File: src/logic/rvCfg.svh
// Core configuration macros
`ifndef RvCfgSvh
`define RvCfgSvh

// data and address width
`define RvXlen 32

// first fetch address after reset
`define RvResetPc 32'h0000_0000

// architectural register count, x0 included
`define RvRegCount 32

`endif

File: src/logic/rvPkg.sv
// Core types package
`include "rvCfg.svh"

package rvPkg;

  // register index width
  localparam int regIdW = $clog2(`RvRegCount);

  // alu operations, the compare ops return 1 in bit 0 when true
  typedef enum logic [3:0] {
    aluAdd,
    aluSub,
    aluAnd,
    aluOr,
    aluXor,
    aluSlt,
    aluSltu,
    aluPassB,
    aluEq,
    aluNe,
    aluLt,
    aluGe
  } aluOpE;

  // IF/ID contents
  typedef struct packed {
    logic              valid;
    logic [`RvXlen-1:0] pc;
    logic [`RvXlen-1:0] inst;
  } fetchBundle;

  typedef struct packed {
    logic [regIdW-1:0]  rd;
    logic [regIdW-1:0]  rs1;
    logic [regIdW-1:0]  rs2;
    logic [`RvXlen-1:0] imm;
    aluOpE              aluOp;
    logic               useImm;
    logic               usePcA;
    logic               regWen;
    logic               isBranch;
    logic               isJal;
    logic               isJalr;
    logic               isEbreak;
    logic               illegal;
  } decodedOp;

  typedef struct packed {
    logic               wen;
    logic [regIdW-1:0]  rd;
    logic [`RvXlen-1:0] data;
  } regWrite;

  // one entry of the retire trace
  typedef struct packed {
    logic [`RvXlen-1:0] pc;
    logic [regIdW-1:0]  rd;
    logic               wen;
    logic [`RvXlen-1:0] wdata;
    logic               halt;
  } retireRec;

endpackage

File: src/logic/fetchUnit.sv
// Instruction fetch stage
`timescale 1ns/1ps
`include "rvCfg.svh"

module fetchUnit (
  input  logic               clk,
  input  logic               rstN,
  input  logic               redirect,
  input  logic [`RvXlen-1:0] redirectPc,
  input  logic               halted,
  output logic [`RvXlen-1:0] imemAddr,
  input  logic [`RvXlen-1:0] imemData,
  output rvPkg::fetchBundle  fetched
);

  logic [`RvXlen-1:0] pcQ;
  logic               ifIdValid;
  logic [`RvXlen-1:0] ifIdPc;
  logic [`RvXlen-1:0] ifIdInst;

  // halt freezes the pc, a redirect beats the sequential step
  always_ff @(posedge clk or negedge rstN) begin
    if (!rstN) begin
      pcQ <= `RvResetPc;
    end else if (!halted) begin
      pcQ <= redirect ? redirectPc : pcQ + `RvXlen'd4;
    end
  end

  // wrong-path slot becomes a bubble on redirect
  always_ff @(posedge clk or negedge rstN) begin
    if (!rstN) begin
      ifIdValid <= 1'b0;
    end else begin
      ifIdValid <= !redirect && !halted;
    end
  end

  always_ff @(posedge clk) begin
    ifIdPc   <= pcQ;
    ifIdInst <= imemData;
  end

  assign imemAddr = pcQ;
  assign fetched  = '{valid: ifIdValid, pc: ifIdPc, inst: ifIdInst};

  redirectAligned: assert property (
    @(posedge clk) disable iff (!rstN) redirect |-> redirectPc[1:0] == 2'b00
  ) else $error("redirect target %h not word aligned", redirectPc);

endmodule

File: src/logic/instDecoder.sv
// RV32I subset decoder
`timescale 1ns/1ps
`include "rvCfg.svh"

module instDecoder (
  input  logic [`RvXlen-1:0] inst,
  output rvPkg::decodedOp    op
);

  logic [6:0]         opcode;
  logic [2:0]         funct3;
  logic [6:0]         funct7;
  logic [`RvXlen-1:0] immI;
  logic [`RvXlen-1:0] immU;
  logic [`RvXlen-1:0] immB;
  logic [`RvXlen-1:0] immJ;

  assign opcode = inst[6:0];
  assign funct3 = inst[14:12];
  assign funct7 = inst[31:25];

  // sign-extended immediates
  assign immI = {{20{inst[31]}}, inst[31:20]};
  assign immU = {inst[31:12], 12'b0};
  assign immB = {{19{inst[31]}}, inst[31], inst[7], inst[30:25], inst[11:8], 1'b0};
  assign immJ = {{11{inst[31]}}, inst[31], inst[19:12], inst[20], inst[30:21], 1'b0};

  always_comb begin
    op     = '0;
    op.rd  = inst[11:7];
    op.rs1 = inst[19:15];
    op.rs2 = inst[24:20];
    op.aluOp = rvPkg::aluAdd;
    case (opcode)
      7'b0110011: begin
        op.regWen = 1'b1;
        case ({funct7, funct3})
          10'b0000000_000: op.aluOp = rvPkg::aluAdd;
          10'b0100000_000: op.aluOp = rvPkg::aluSub;
          10'b0000000_010: op.aluOp = rvPkg::aluSlt;
          10'b0000000_011: op.aluOp = rvPkg::aluSltu;
          10'b0000000_100: op.aluOp = rvPkg::aluXor;
          10'b0000000_110: op.aluOp = rvPkg::aluOr;
          10'b0000000_111: op.aluOp = rvPkg::aluAnd;
          default:         op.illegal = 1'b1;
        endcase
      end
      7'b0010011: begin
        op.regWen = 1'b1;
        op.useImm = 1'b1;
        op.imm    = immI;
        case (funct3)
          3'b000:  op.aluOp = rvPkg::aluAdd;
          3'b010:  op.aluOp = rvPkg::aluSlt;
          3'b100:  op.aluOp = rvPkg::aluXor;
          3'b110:  op.aluOp = rvPkg::aluOr;
          3'b111:  op.aluOp = rvPkg::aluAnd;
          // shifts and sltiu are outside the subset
          default: op.illegal = 1'b1;
        endcase
      end
      7'b0110111: begin
        op.regWen = 1'b1;
        op.useImm = 1'b1;
        op.imm    = immU;
        op.aluOp  = rvPkg::aluPassB;
      end
      7'b0010111: begin
        op.regWen = 1'b1;
        op.useImm = 1'b1;
        op.usePcA = 1'b1;
        op.imm    = immU;
      end
      7'b1100011: begin
        op.isBranch = 1'b1;
        op.imm      = immB;
        case (funct3)
          3'b000:  op.aluOp = rvPkg::aluEq;
          3'b001:  op.aluOp = rvPkg::aluNe;
          3'b100:  op.aluOp = rvPkg::aluLt;
          3'b101:  op.aluOp = rvPkg::aluGe;
          default: op.illegal = 1'b1;
        endcase
      end
      7'b1101111: begin
        op.regWen = 1'b1;
        op.isJal  = 1'b1;
        op.imm    = immJ;
      end
      7'b1100111: begin
        // target is rs1 + imm from the alu sum
        op.regWen  = 1'b1;
        op.isJalr  = 1'b1;
        op.useImm  = 1'b1;
        op.imm     = immI;
        op.illegal = funct3 != 3'b000;
      end
      7'b1110011: begin
        op.isEbreak = inst == 32'h0010_0073;
        op.illegal  = inst != 32'h0010_0073;
      end
      default: op.illegal = 1'b1;
    endcase
  end

endmodule

File: src/logic/regFile.sv
// Integer register file
`timescale 1ns/1ps
`include "rvCfg.svh"

module regFile (
  input  logic                     clk,
  input  logic                     rstN,
  input  logic [rvPkg::regIdW-1:0] rs1,
  input  logic [rvPkg::regIdW-1:0] rs2,
  output logic [`RvXlen-1:0]       rdata1,
  output logic [`RvXlen-1:0]       rdata2,
  input  rvPkg::regWrite           wr
);

  // x0 has no storage
  logic [`RvXlen-1:0] regs [1:`RvRegCount-1];

  always_ff @(posedge clk or negedge rstN) begin
    if (!rstN) begin
      for (int i = 1; i < `RvRegCount; i++) begin
        regs[i] <= '0;
      end
    end else if (wr.wen && wr.rd != '0) begin
      regs[wr.rd] <= wr.data;
    end
  end

  // same-cycle write is forwarded to the reader
  assign rdata1 = (rs1 == '0) ? '0 :
                  (wr.wen && wr.rd == rs1) ? wr.data : regs[rs1];
  assign rdata2 = (rs2 == '0) ? '0 :
                  (wr.wen && wr.rd == rs2) ? wr.data : regs[rs2];

endmodule

File: src/logic/executeUnit.sv
// Execute stage with ALU and branch resolution
`timescale 1ns/1ps
`include "rvCfg.svh"

module executeUnit (
  input  rvPkg::fetchBundle  fetched,
  input  rvPkg::decodedOp    op,
  input  logic [`RvXlen-1:0] rdata1,
  input  logic [`RvXlen-1:0] rdata2,
  output logic               resultValid,
  output rvPkg::retireRec    result,
  output logic               redirect,
  output logic [`RvXlen-1:0] redirectPc
);

  logic [`RvXlen-1:0] opA;
  logic [`RvXlen-1:0] opB;
  logic [`RvXlen-1:0] aluRes;
  logic [`RvXlen-1:0] branchTarget;
  logic [`RvXlen-1:0] linkAddr;
  logic               taken;

  assign opA = op.usePcA ? fetched.pc : rdata1;
  assign opB = op.useImm ? op.imm : rdata2;

  always_comb begin
    aluRes = '0;
    case (op.aluOp)
      rvPkg::aluAdd:   aluRes = opA + opB;
      rvPkg::aluSub:   aluRes = opA - opB;
      rvPkg::aluAnd:   aluRes = opA & opB;
      rvPkg::aluOr:    aluRes = opA | opB;
      rvPkg::aluXor:   aluRes = opA ^ opB;
      rvPkg::aluSlt:   aluRes[0] = $signed(opA) < $signed(opB);
      rvPkg::aluSltu:  aluRes[0] = opA < opB;
      rvPkg::aluPassB: aluRes = opB;
      rvPkg::aluEq:    aluRes[0] = opA == opB;
      rvPkg::aluNe:    aluRes[0] = opA != opB;
      rvPkg::aluLt:    aluRes[0] = $signed(opA) < $signed(opB);
      rvPkg::aluGe:    aluRes[0] = $signed(opA) >= $signed(opB);
      default:         aluRes = '0;
    endcase
  end

  // jal and taken branches share the pc-relative target
  assign branchTarget = fetched.pc + op.imm;
  assign linkAddr     = fetched.pc + `RvXlen'd4;
  assign taken        = op.isBranch && aluRes[0];

  assign redirect   = fetched.valid && (taken || op.isJal || op.isJalr);
  assign redirectPc = op.isJalr ? {aluRes[`RvXlen-1:1], 1'b0} : branchTarget;

  assign resultValid  = fetched.valid;
  assign result.pc    = fetched.pc;
  assign result.rd    = op.rd;
  assign result.wen   = op.regWen && !op.illegal;
  assign result.wdata = (op.isJal || op.isJalr) ? linkAddr : aluRes;
  // ebreak and any unknown encoding stop the core
  assign result.halt  = op.isEbreak || op.illegal;

endmodule

File: src/logic/retireUnit.sv
// Retire stage and halt latch
`timescale 1ns/1ps

module retireUnit (
  input  logic            clk,
  input  logic            rstN,
  input  logic            resultValid,
  input  rvPkg::retireRec result,
  output logic            retireValid,
  output rvPkg::retireRec retire,
  output rvPkg::regWrite  wr,
  output logic            halted
);

  logic            exWbValid;
  rvPkg::retireRec exWb;
  logic            haltQ;
  logic            haltNow;

  assign haltNow = exWbValid && exWb.halt;
  assign halted  = haltQ || haltNow;

  // nothing younger than a halt record gets in
  always_ff @(posedge clk or negedge rstN) begin
    if (!rstN) begin
      exWbValid <= 1'b0;
      haltQ     <= 1'b0;
    end else begin
      exWbValid <= resultValid && !halted;
      haltQ     <= halted;
    end
  end

  always_ff @(posedge clk) begin
    if (resultValid && !halted) begin
      exWb <= result;
    end
  end

  assign retireValid = exWbValid;
  assign retire      = exWb;
  assign wr          = '{wen: exWbValid && exWb.wen, rd: exWb.rd, data: exWb.wdata};

  haltNoWrite: assert property (
    @(posedge clk) disable iff (!rstN) retireValid && retire.halt |-> !wr.wen
  ) else $error("halt record requests a register write");

endmodule

File: src/logic/rvCore.sv
// Three-stage RV32I subset core
`timescale 1ns/1ps
`include "rvCfg.svh"

module rvCore (
  input  logic               clk,
  input  logic               rstN,
  output logic [`RvXlen-1:0] imemAddr,
  input  logic [`RvXlen-1:0] imemData,
  output logic               retireValid,
  output rvPkg::retireRec    retire,
  output logic               halted
);

  rvPkg::fetchBundle        fetched;
  rvPkg::decodedOp          op;
  rvPkg::retireRec          result;
  rvPkg::regWrite           wr;
  logic [`RvXlen-1:0]       rdata1;
  logic [`RvXlen-1:0]       rdata2;
  logic [`RvXlen-1:0]       redirectPc;
  logic                     redirect;
  logic                     resultValid;

  fetchUnit uFetch (
    .clk        (clk),
    .rstN       (rstN),
    .redirect   (redirect),
    .redirectPc (redirectPc),
    .halted     (halted),
    .imemAddr   (imemAddr),
    .imemData   (imemData),
    .fetched    (fetched)
  );

  instDecoder uDecoder (
    .inst (fetched.inst),
    .op   (op)
  );

  // read in execute, written from retire
  regFile uRegFile (
    .clk    (clk),
    .rstN   (rstN),
    .rs1    (op.rs1),
    .rs2    (op.rs2),
    .rdata1 (rdata1),
    .rdata2 (rdata2),
    .wr     (wr)
  );

  executeUnit uExecute (
    .fetched     (fetched),
    .op          (op),
    .rdata1      (rdata1),
    .rdata2      (rdata2),
    .resultValid (resultValid),
    .result      (result),
    .redirect    (redirect),
    .redirectPc  (redirectPc)
  );

  retireUnit uRetire (
    .clk         (clk),
    .rstN        (rstN),
    .resultValid (resultValid),
    .result      (result),
    .retireValid (retireValid),
    .retire      (retire),
    .wr          (wr),
    .halted      (halted)
  );

endmodule

File: config.mk
export PLATFORM = sky130hd
export DESIGN_NAME = rvCore
export DESIGN_NICKNAME = d
export VERILOG_FILES = /design/src/logic/rvPkg.sv /design/src/logic/fetchUnit.sv /design/src/logic/instDecoder.sv /design/src/logic/regFile.sv /design/src/logic/executeUnit.sv /design/src/logic/retireUnit.sv /design/src/logic/rvCore.sv
export VERILOG_INCLUDE_DIRS = /design/src /design/src/logic
export SDC_FILE = /design/constraint.sdc
export NUM_CORES = 2
export LEC_CHECK = 0
export BUFFER_PORTS_ARGS = -buffer_cell sky130_fd_sc_hd__buf_4
export CORE_ASPECT_RATIO = 0.75
export CORE_MARGIN = 1
export CORE_UTILIZATION = 55
export CTS_BUF_LIST = sky130_fd_sc_hd__clkbuf_8 sky130_fd_sc_hd__clkbuf_16
export DETAILED_ROUTE_END_ITERATION = 7
export GPL_TIMING_DRIVEN = 1
export HOLD_SLACK_MARGIN = 0.1
export PLACE_DENSITY = 0.76
export SYNTH_ARGS = -nofsm -noshare
export SYNTH_HDL_FRONTEND = slang
export SYNTH_SLANG_ARGS = --single-unit
File: constraint.sdc
create_clock -name clk -period 19.49 [get_ports clk]
set_input_delay 3.898 -clock clk [delete_from_list [all_inputs] [get_ports clk]]
set_output_delay 3.898 -clock clk [all_outputs]
set_load 0.005 [all_outputs]
# [Word level (Yosys, flattened, before mapping)]
# Cells that the tools add are included.
[totals] output_inout_bits=105 elab_cells=168 regBits=1162 input_bits=34
[classes] n_mux=36 n_addsub=5 n_reduce_logical=35 n_eq_ne=37 bitwise=6 n_lt_le_gt_ge=7
[ops] operator="992-bit bitwise mux" n=1
[ops] operator="32-bit 2-to-1 mux" n=14
[ops] operator="32-bit binary-select mux with 5-bit select" n=2
[ops] operator="31-bit one-hot mux with 6 select lines" n=1
[ops] operator="32-bit demux with 5-bit select" n=1
[ops] operator="32-bit one-hot mux with 4 select lines" n=1
[ops] operator="32-bit by 3-bit adder with 32-bit output (second input constant)" n=2
[ops] operator="32-bit adder" n=2
[ops] operator="32-bit < comparator" n=2
[ops] operator="32-bit AND" n=1
[ops] operator="32-bit by 21-bit equality test with 1-bit output (second input constant)" n=1
[ops] operator="32-bit equality test" n=1
[ops] operator="32-bit >= comparator" n=1
[ops] operator="32-bit by 21-bit != test with 1-bit output (second input constant)" n=1
[ops] operator="32-bit != test" n=1
[ops] operator="32-bit OR" n=1
[ops] operator="4-bit one-hot mux with 4 select lines" n=2
[ops] operator="32-bit subtractor" n=1
[ops] operator="32-bit bitwise XOR" n=1
[ops] operator="10-bit by 3-bit equality test with 1-bit output (second input constant)" n=3
[ops] operator="7-bit equality test (second input constant)" n=4
[ops] operator="10-bit by 2-bit equality test with 1-bit output (second input constant)" n=2
[ops] operator="6-bit >= comparator (second input constant)" n=3
[ops] operator="5-bit inverter with 6-bit output" n=3
[ops] operator="32 further kinds" n=74

# [Logic depth before layout (Yosys ltp)]
[depth] depth_word=15 mapped_depth=28 ltp_nobuf=21

# [Cells and area by module]
# Synthesis repeated with hierarchy kept, for this count alone.
[hier_totals] hier_cells=5495 area_unflattened_um2=69177.6
[modules_own_cells] mod="regFile" area_each_um2=53654.0 cells_per_inst=3632 instances=1
[modules_own_cells] mod="executeUnit" area_each_um2=8768.4 cells_per_inst=1298 instances=1
[modules_own_cells] mod="fetchUnit" area_each_um2=3379.5 cells_per_inst=313 instances=1
[modules_own_cells] mod="retireUnit" area_each_um2=2483.6 cells_per_inst=114 instances=1
[modules_own_cells] mod="instDecoder" area_each_um2=892.1 cells_per_inst=138 instances=1

# [Worst setup path before layout]
# Ideal clock, no wire load.
[synth_timing] path_type="register -> register" startpoint="register uFetch.ifIdInst[20]" endpoint="register uFetch.pcQ[6] (netlist: uFetch.imemAddr[6])" setup_ps=77 path_stages_with_launch=22 path_slack_ps=13205 t_arrival_ps=6208 required_ps=19413 path_buffers=6 path_cell_list="dfxtp_1 > buf_2 > buf_2 > clkbuf_1 > buf_1 > mux4_2 > mux4_2 > a21oi_1 > o21ai_0 > a22o_1 > ha_1 > buf_2 > or4_1 > or4_1 > or3_4 > or4_1 > a21oi_1 > o211ai_2 > a31oi_4 > buf_6 > mux2_2 > a21oi_1"
[synth_via] elab_chain_cells=14 elab_cells_between_ends=30 cone_classes="3 x add/sub; 3 x order compare; 3 x eq/ne; 11 x mux; 4 x bitwise; 6 x reduce/logical"
[synth_lines] element="start: declaration" line_no="fetchUnit.sv:19" rtl="logic [`RvXlen-1:0] ifIdInst;"
[synth_lines] element="start signal: assignment" line_no="fetchUnit.sv:41" rtl="ifIdInst <= imemData;"
[synth_lines] element="5-bit inverter with 6-bit output (not written as such)" line_no="regFile.sv:32" rtl="(wr.wen && wr.rd == rs2) ? wr.data : regs[rs2];"
[synth_lines] element="32-bit binary-select mux with 5-bit select" line_no="regFile.sv:32"
[synth_lines] element="32-bit 2-to-1 mux (not written as such) (2 in series)" line_no="regFile.sv:32"
[synth_lines] element="32-bit 2-to-1 mux" line_no="regFile.sv:32"
[synth_lines] element="32-bit 2-to-1 mux" line_no="regFile.sv:31" rtl="assign rdata2 = (rs2 == '0) ? '0 :"
[synth_lines] element="32-bit 2-to-1 mux" line_no="executeUnit.sv:24" rtl="assign opB = op.useImm ? op.imm : rdata2;"
[synth_lines] element="32-bit subtractor, or another cell as far along" line_no="executeUnit.sv:30" rtl="rvPkg::aluSub: aluRes = opA - opB;"
[synth_lines] element="1-bit one-hot mux with 11 select lines" line_no="executeUnit.sv:28" rtl="case (op.aluOp)"
[synth_lines] element="1-bit logical AND" line_no="executeUnit.sv:48" rtl="assign taken = op.isBranch && aluRes[0];"
[synth_lines] element="1-bit logical OR (2 in series)" line_no="executeUnit.sv:50" rtl="assign redirect = fetched.valid && (taken || op.isJal || op.isJalr);"
[synth_lines] element="1-bit logical AND" line_no="executeUnit.sv:50"
[synth_lines] element="32-bit 2-to-1 mux (*)" line_no="fetchUnit.sv:26" rtl="pcQ <= redirect ? redirectPc : pcQ + `RvXlen'd4;"
[synth_lines] element="end signal: assignment" line_no="fetchUnit.sv:24" rtl="pcQ <= `RvResetPc;"
[synth_lines] element="end signal: assignment" line_no="fetchUnit.sv:26"
[synth_lines] element="end: declaration" line_no="fetchUnit.sv:16" rtl="logic [`RvXlen-1:0] pcQ;"
# Every way passes the cells marked *; elsewhere a longest branch is shown, timed or not. The select of a mux whose other input is x is not followed.
# A chain may end at the register's enable or synchronous reset.

# [Worst setup path after layout]
[layout_timing] startpoint="register uFetch.ifIdInst[20]" endpoint="register uFetch.pcQ[30] (netlist: uFetch.imemAddr[30])"
# The elaborated chain is that of the path after synthesis.

==> key figures <==
Status
  • Status: completed

Place
  • Placed Cells: 6609
  • GP Congestion: 1.01
  • Post-detail-place hpwl: 141000 microns
  • Buffers on Ports: 138

Floorplanning
  • Initial Util: 55.5%
  • Die Area: 125000 sq um
  • Die Wd: 407 microns
  • Core area: 122000 sq um
  • Die height: 306 microns
  • Site row count: 111
  • I/O Pins: 139

Worst setup path
  • R2R depth: 19
  • Reg2reg end: uFetch.imemAddr[30]$_DFFE_PN0N_
  • Crit end category: flop
  • Worst setup SP type: flop
  • Reg2reg setup slack: 9.74 ns
  • FF-to-FF Start: uFetch.ifIdInst[20]$_DFF_P_
  • Critical path class: flop to flop
  • Worst EP required: 20.09 ns
  • Worst-path maximum fanout: 53
  • Crit path DAT: 10.34 ns

Clocking
  • Clock Latency Late Sink: 0.79 ns
  • Post-CTS Setup Inserts: 0
  • H-tree depth: 3
  • Hold-fix buffers, CTS: 0
  • Total CTS buffers: 112
  • Post-CTS Resized: 0
  • TritonCTS clock tree: built
  • Sink Count: 1162
  • Root Driver: clkbuf_16
  • Clock buffer depth: 3
  • Reg clk slew, reported paths: 0.07 ns

Power
  • Gate power share: 6.5%
  • Internal: 3.94 mW
  • Sw Ratio: 24.5%
  • Clk pwr share: 45.9%
  • Sequential power share: 47.6%
  • P_sw: 1.28 mW
  • Static Leak: 33.7 nW
  • Pwr/cell area: 70.1 nW/um^2
  • Max IR drop VDD: 99.3 uV

Job
  • Max Cap Viol: 0

Drt
  • DR WL/cell: 32.9 microns
  • Final ANT Viol Nets: 0
  • Via count: 48800
  • Top layer in use: met5
  • Drt total wl: 224000 microns
  • Starting DRT DRC Count: 6674
  • DR vias/cell: 7.15
  • DR WL met2: 95400 microns
  • Remaining DRCs: 0
  • Pre-Repair DR Iteration Count: 5
  • DRT met1 WL: 90500 microns
  • Routed wl met3: 27800 microns

Yosys
  • Top FF cell, synth: dfrtp_1
  • Post-synthesis cell type count: 89
  • Post-synth EDFFs: 71
  • Yosys warns: 0
  • Seq/Total Area, Yosys: 42.9%
  • Asr flop ratio synth: 88.4%
  • #FFs+latches synth: 1162
  • Syn_area_per_cell: 13.1 sq um
  • Synth Net Count: 5347
  • Cells after Synth: 5179
  • Cell Area, Synth: 67800 sq um

Timing
  • F_max: 0.103 GHz
  • Fin Setup TNS: 0 ns
  • RSZ-0062 raised after global routing: no
  • Max Slew Vio Count: 0
  • Worst slew margin: 17.2%
  • Final hold vios: 0
  • Hold Worst Slack: 0.420 ns
  • Fin crit period: 9.75 ns
  • Period Utilization, post-route: 50.0%
  • Worst-Margin Slew: 1.24 ns
  • # setup viols final: 0
  • Clock skew: 0.0660 ns

Layout
  • Non-Filler Instances: 6822
  • Nets: 5253
  • Commonest non-fill, non-tap cells in the layout: mux2_2 (1031), dfrtp_1 (1027), mux4_2 (558)
  • Layout area overhead: 9.78%
  • Layout cell share with drive strength beyond 1: 41.2%
  • Most common cell after layout, fill and taps aside: mux2_2
  • Layout filler cell count: 9219

Global route
  • Largest net degree at the start of global routing: 193
  • First-pass GRT wire length: 330000 microns
  • Total Routing Usage GR: 35.9%
  • Initial antenna violation count: 5
  • Vias in the first global route: 47400
  • Grt total ovfl: 0

Worst hold path
  • Hold Path Stages: 0
  • Hold Path Origin: uFetch.imemAddr[0]$_DFFE_PN0P_
  • Worst Hold Class: flop to flop
  • Hold endpoint: uFetch.ifIdPc[0]$_DFF_P_
==> cell families after synthesis <==
group / after synthesis / share of synthesized area (%)
muxes: 1672 / 36.9
DFF: 1162 / 42.9
AOI/OAI and AO/OA: 831 / 8.15
and+or+nand+nor: 699 / 4.93
buffers and inverters: 587 / 3.36
adders and majority gates: 134 / 2.51
xor gates and xnor gates: 94 / 1.21
==> per-layer routing <==
layer	track usage (%)	up-vias
met5	0	-
met4	14.4	4
met3	10.4	585
met2	50.8	3107
met1	52.1	25500
li1	-	19600
==> worst max path at each step <==
stage                                startpoint                               to  cells after the start
floorplan           uFetch.ifIdInst[20]$_DFF_P_   uFetch.imemAddr[6]$_DFFE_PN0N_                     21
global placement    uFetch.ifIdInst[20]$_DFF_P_  uFetch.imemAddr[30]$_DFFE_PN0N_                     19
detailed placement  uFetch.ifIdInst[20]$_DFF_P_  uFetch.imemAddr[20]$_DFFE_PN0N_                     19
CTS                 uFetch.ifIdInst[20]$_DFF_P_  uFetch.imemAddr[30]$_DFFE_PN0N_                     19
global route        uFetch.ifIdInst[20]$_DFF_P_  uFetch.imemAddr[20]$_DFFE_PN0N_                     19
finish              uFetch.ifIdInst[20]$_DFF_P_  uFetch.imemAddr[30]$_DFFE_PN0N_                     19
==> Yosys cell counts (7+ instances only) <==
| cell | n | share of area (%) |
|---|---|---|
| buf_1 | 107 | 0.59 |
| o211ai_1 | 24 | 0.27 |
| and3_1 | 21 | 0.19 |
| nor2_1 | 182 | 1.0 |
| or3_1 | 21 | 0.19 |
| clkbuf_1 | 341 | 1.9 |
| or4_1 | 9 | 0.10 |
| ha_1 | 131 | 2.4 |
| o221ai_1 | 7 | 0.090 |
| nor2b_1 | 20 | 0.18 |
| a221oi_1 | 12 | 0.16 |
| dfrtp_1 | 1027 | 38 |
| o22ai_1 | 9 | 0.083 |
| and2_1 | 25 | 0.23 |
| nor3_1 | 47 | 0.35 |
| a22oi_1 | 28 | 0.31 |
| buf_2 | 29 | 0.21 |
| inv_1 | 103 | 0.57 |
| nor4_1 | 13 | 0.12 |
| nand2_1 | 228 | 1.3 |
| xor2_1 | 41 | 0.53 |
| nand2b_1 | 13 | 0.12 |
| nand3_1 | 49 | 0.36 |
| o31ai_1 | 15 | 0.17 |
| dfxtp_1 | 64 | 1.9 |
| o21ai_0 | 159 | 1.2 |
| nand3b_1 | 9 | 0.10 |
| nand4_1 | 21 | 0.19 |
| edfxtp_1 | 71 | 3.1 |
| mux4_2 | 558 | 19 |
| mux2i_1 | 83 | 1.2 |
| a31oi_1 | 20 | 0.18 |
| xnor2_1 | 53 | 0.68 |
| a211oi_1 | 40 | 0.44 |
| a22o_1 | 89 | 1.1 |
| o21a_1 | 12 | 0.13 |
| a21o_1 | 65 | 0.72 |
| a21boi_0 | 9 | 0.10 |
| nor3b_1 | 11 | 0.12 |
| o21bai_1 | 14 | 0.16 |
| o2111ai_1 | 7 | 0.090 |
| a21oi_1 | 236 | 1.7 |
| mux2_2 | 1031 | 17 |
==> worst max-delay path: stages, from the launching register on <==
cell       delay (ns)
dfxtp_4          0.71
buf_4            0.85
buf_4            0.81
buf_4            0.87
mux4_2           0.61
mux4_2           0.51
a21oi_1          0.28
o21ai_0          0.15
a22o_1           0.23
ha_1             0.44
or4_1            0.55
or4_1            0.49
or3_4            0.38
or4_1            0.40
a21oi_1          0.20
o211ai_2         0.15
a31oi_4          0.63
and2_1           0.75
o21ai_0          0.19
a2bb2oi_1        0.17
==> flip-flops by register name (all words and copies together) (netlist names) <==
signal and cells:
uRegFile.regs 992, uRetire.retire 71, uFetch.ifIdInst 32, uFetch.ifIdPc 32, uFetch.imemAddr 32, uFetch.ifIdValid 1, uRetire.haltQ 1, uRetire.retireValid 1
==> power groups by stage <==
stage | clock network [mW] | registers (mW) | logic [mW]
2_1_floorplan | 0 | 2.51 | 0.207
3_3_place_gp | 0 | 2.53 | 0.330
3_5_place_dp | 0 | 2.53 | 0.333
4_1_cts | 2.41 | 2.48 | 0.334
5_1_grt | 2.50 | 2.49 | 0.359
6_report | 2.40 | 2.49 | 0.337
==> final cells by class <==
class	count	area, sq um	share of cell area (%)
diodes	1	2.50	0.00336
well taps	1638	2050	2.75
clock inverters	71	808	1.09
clock buffers	141	3250	4.36
repair buffers	273	2120	2.85
multi-input cells	3430	36600	49.2
flip-flops and latches	1162	29100	39.2
inverters	106	400	0.538
==> metrics by stage <==
step / instance area [sq um] / util (%) / setup WS (ns) / total power, mW
after detailed placement: 70400 / 57.6 / 9.77 / 2.86
after floorplan: 67800 / - / 13.20 / 2.71
after global placement: 70400 / 57.6 / 9.93 / 2.86
final: 74400 / 60.9 / 9.74 / 5.22
after global routing: 74400 / 60.9 / 9.15 / 5.34
after CTS: 74400 / 60.9 / 9.69 / 5.22
Note: power is estimated with default switching activity, not from simulation.
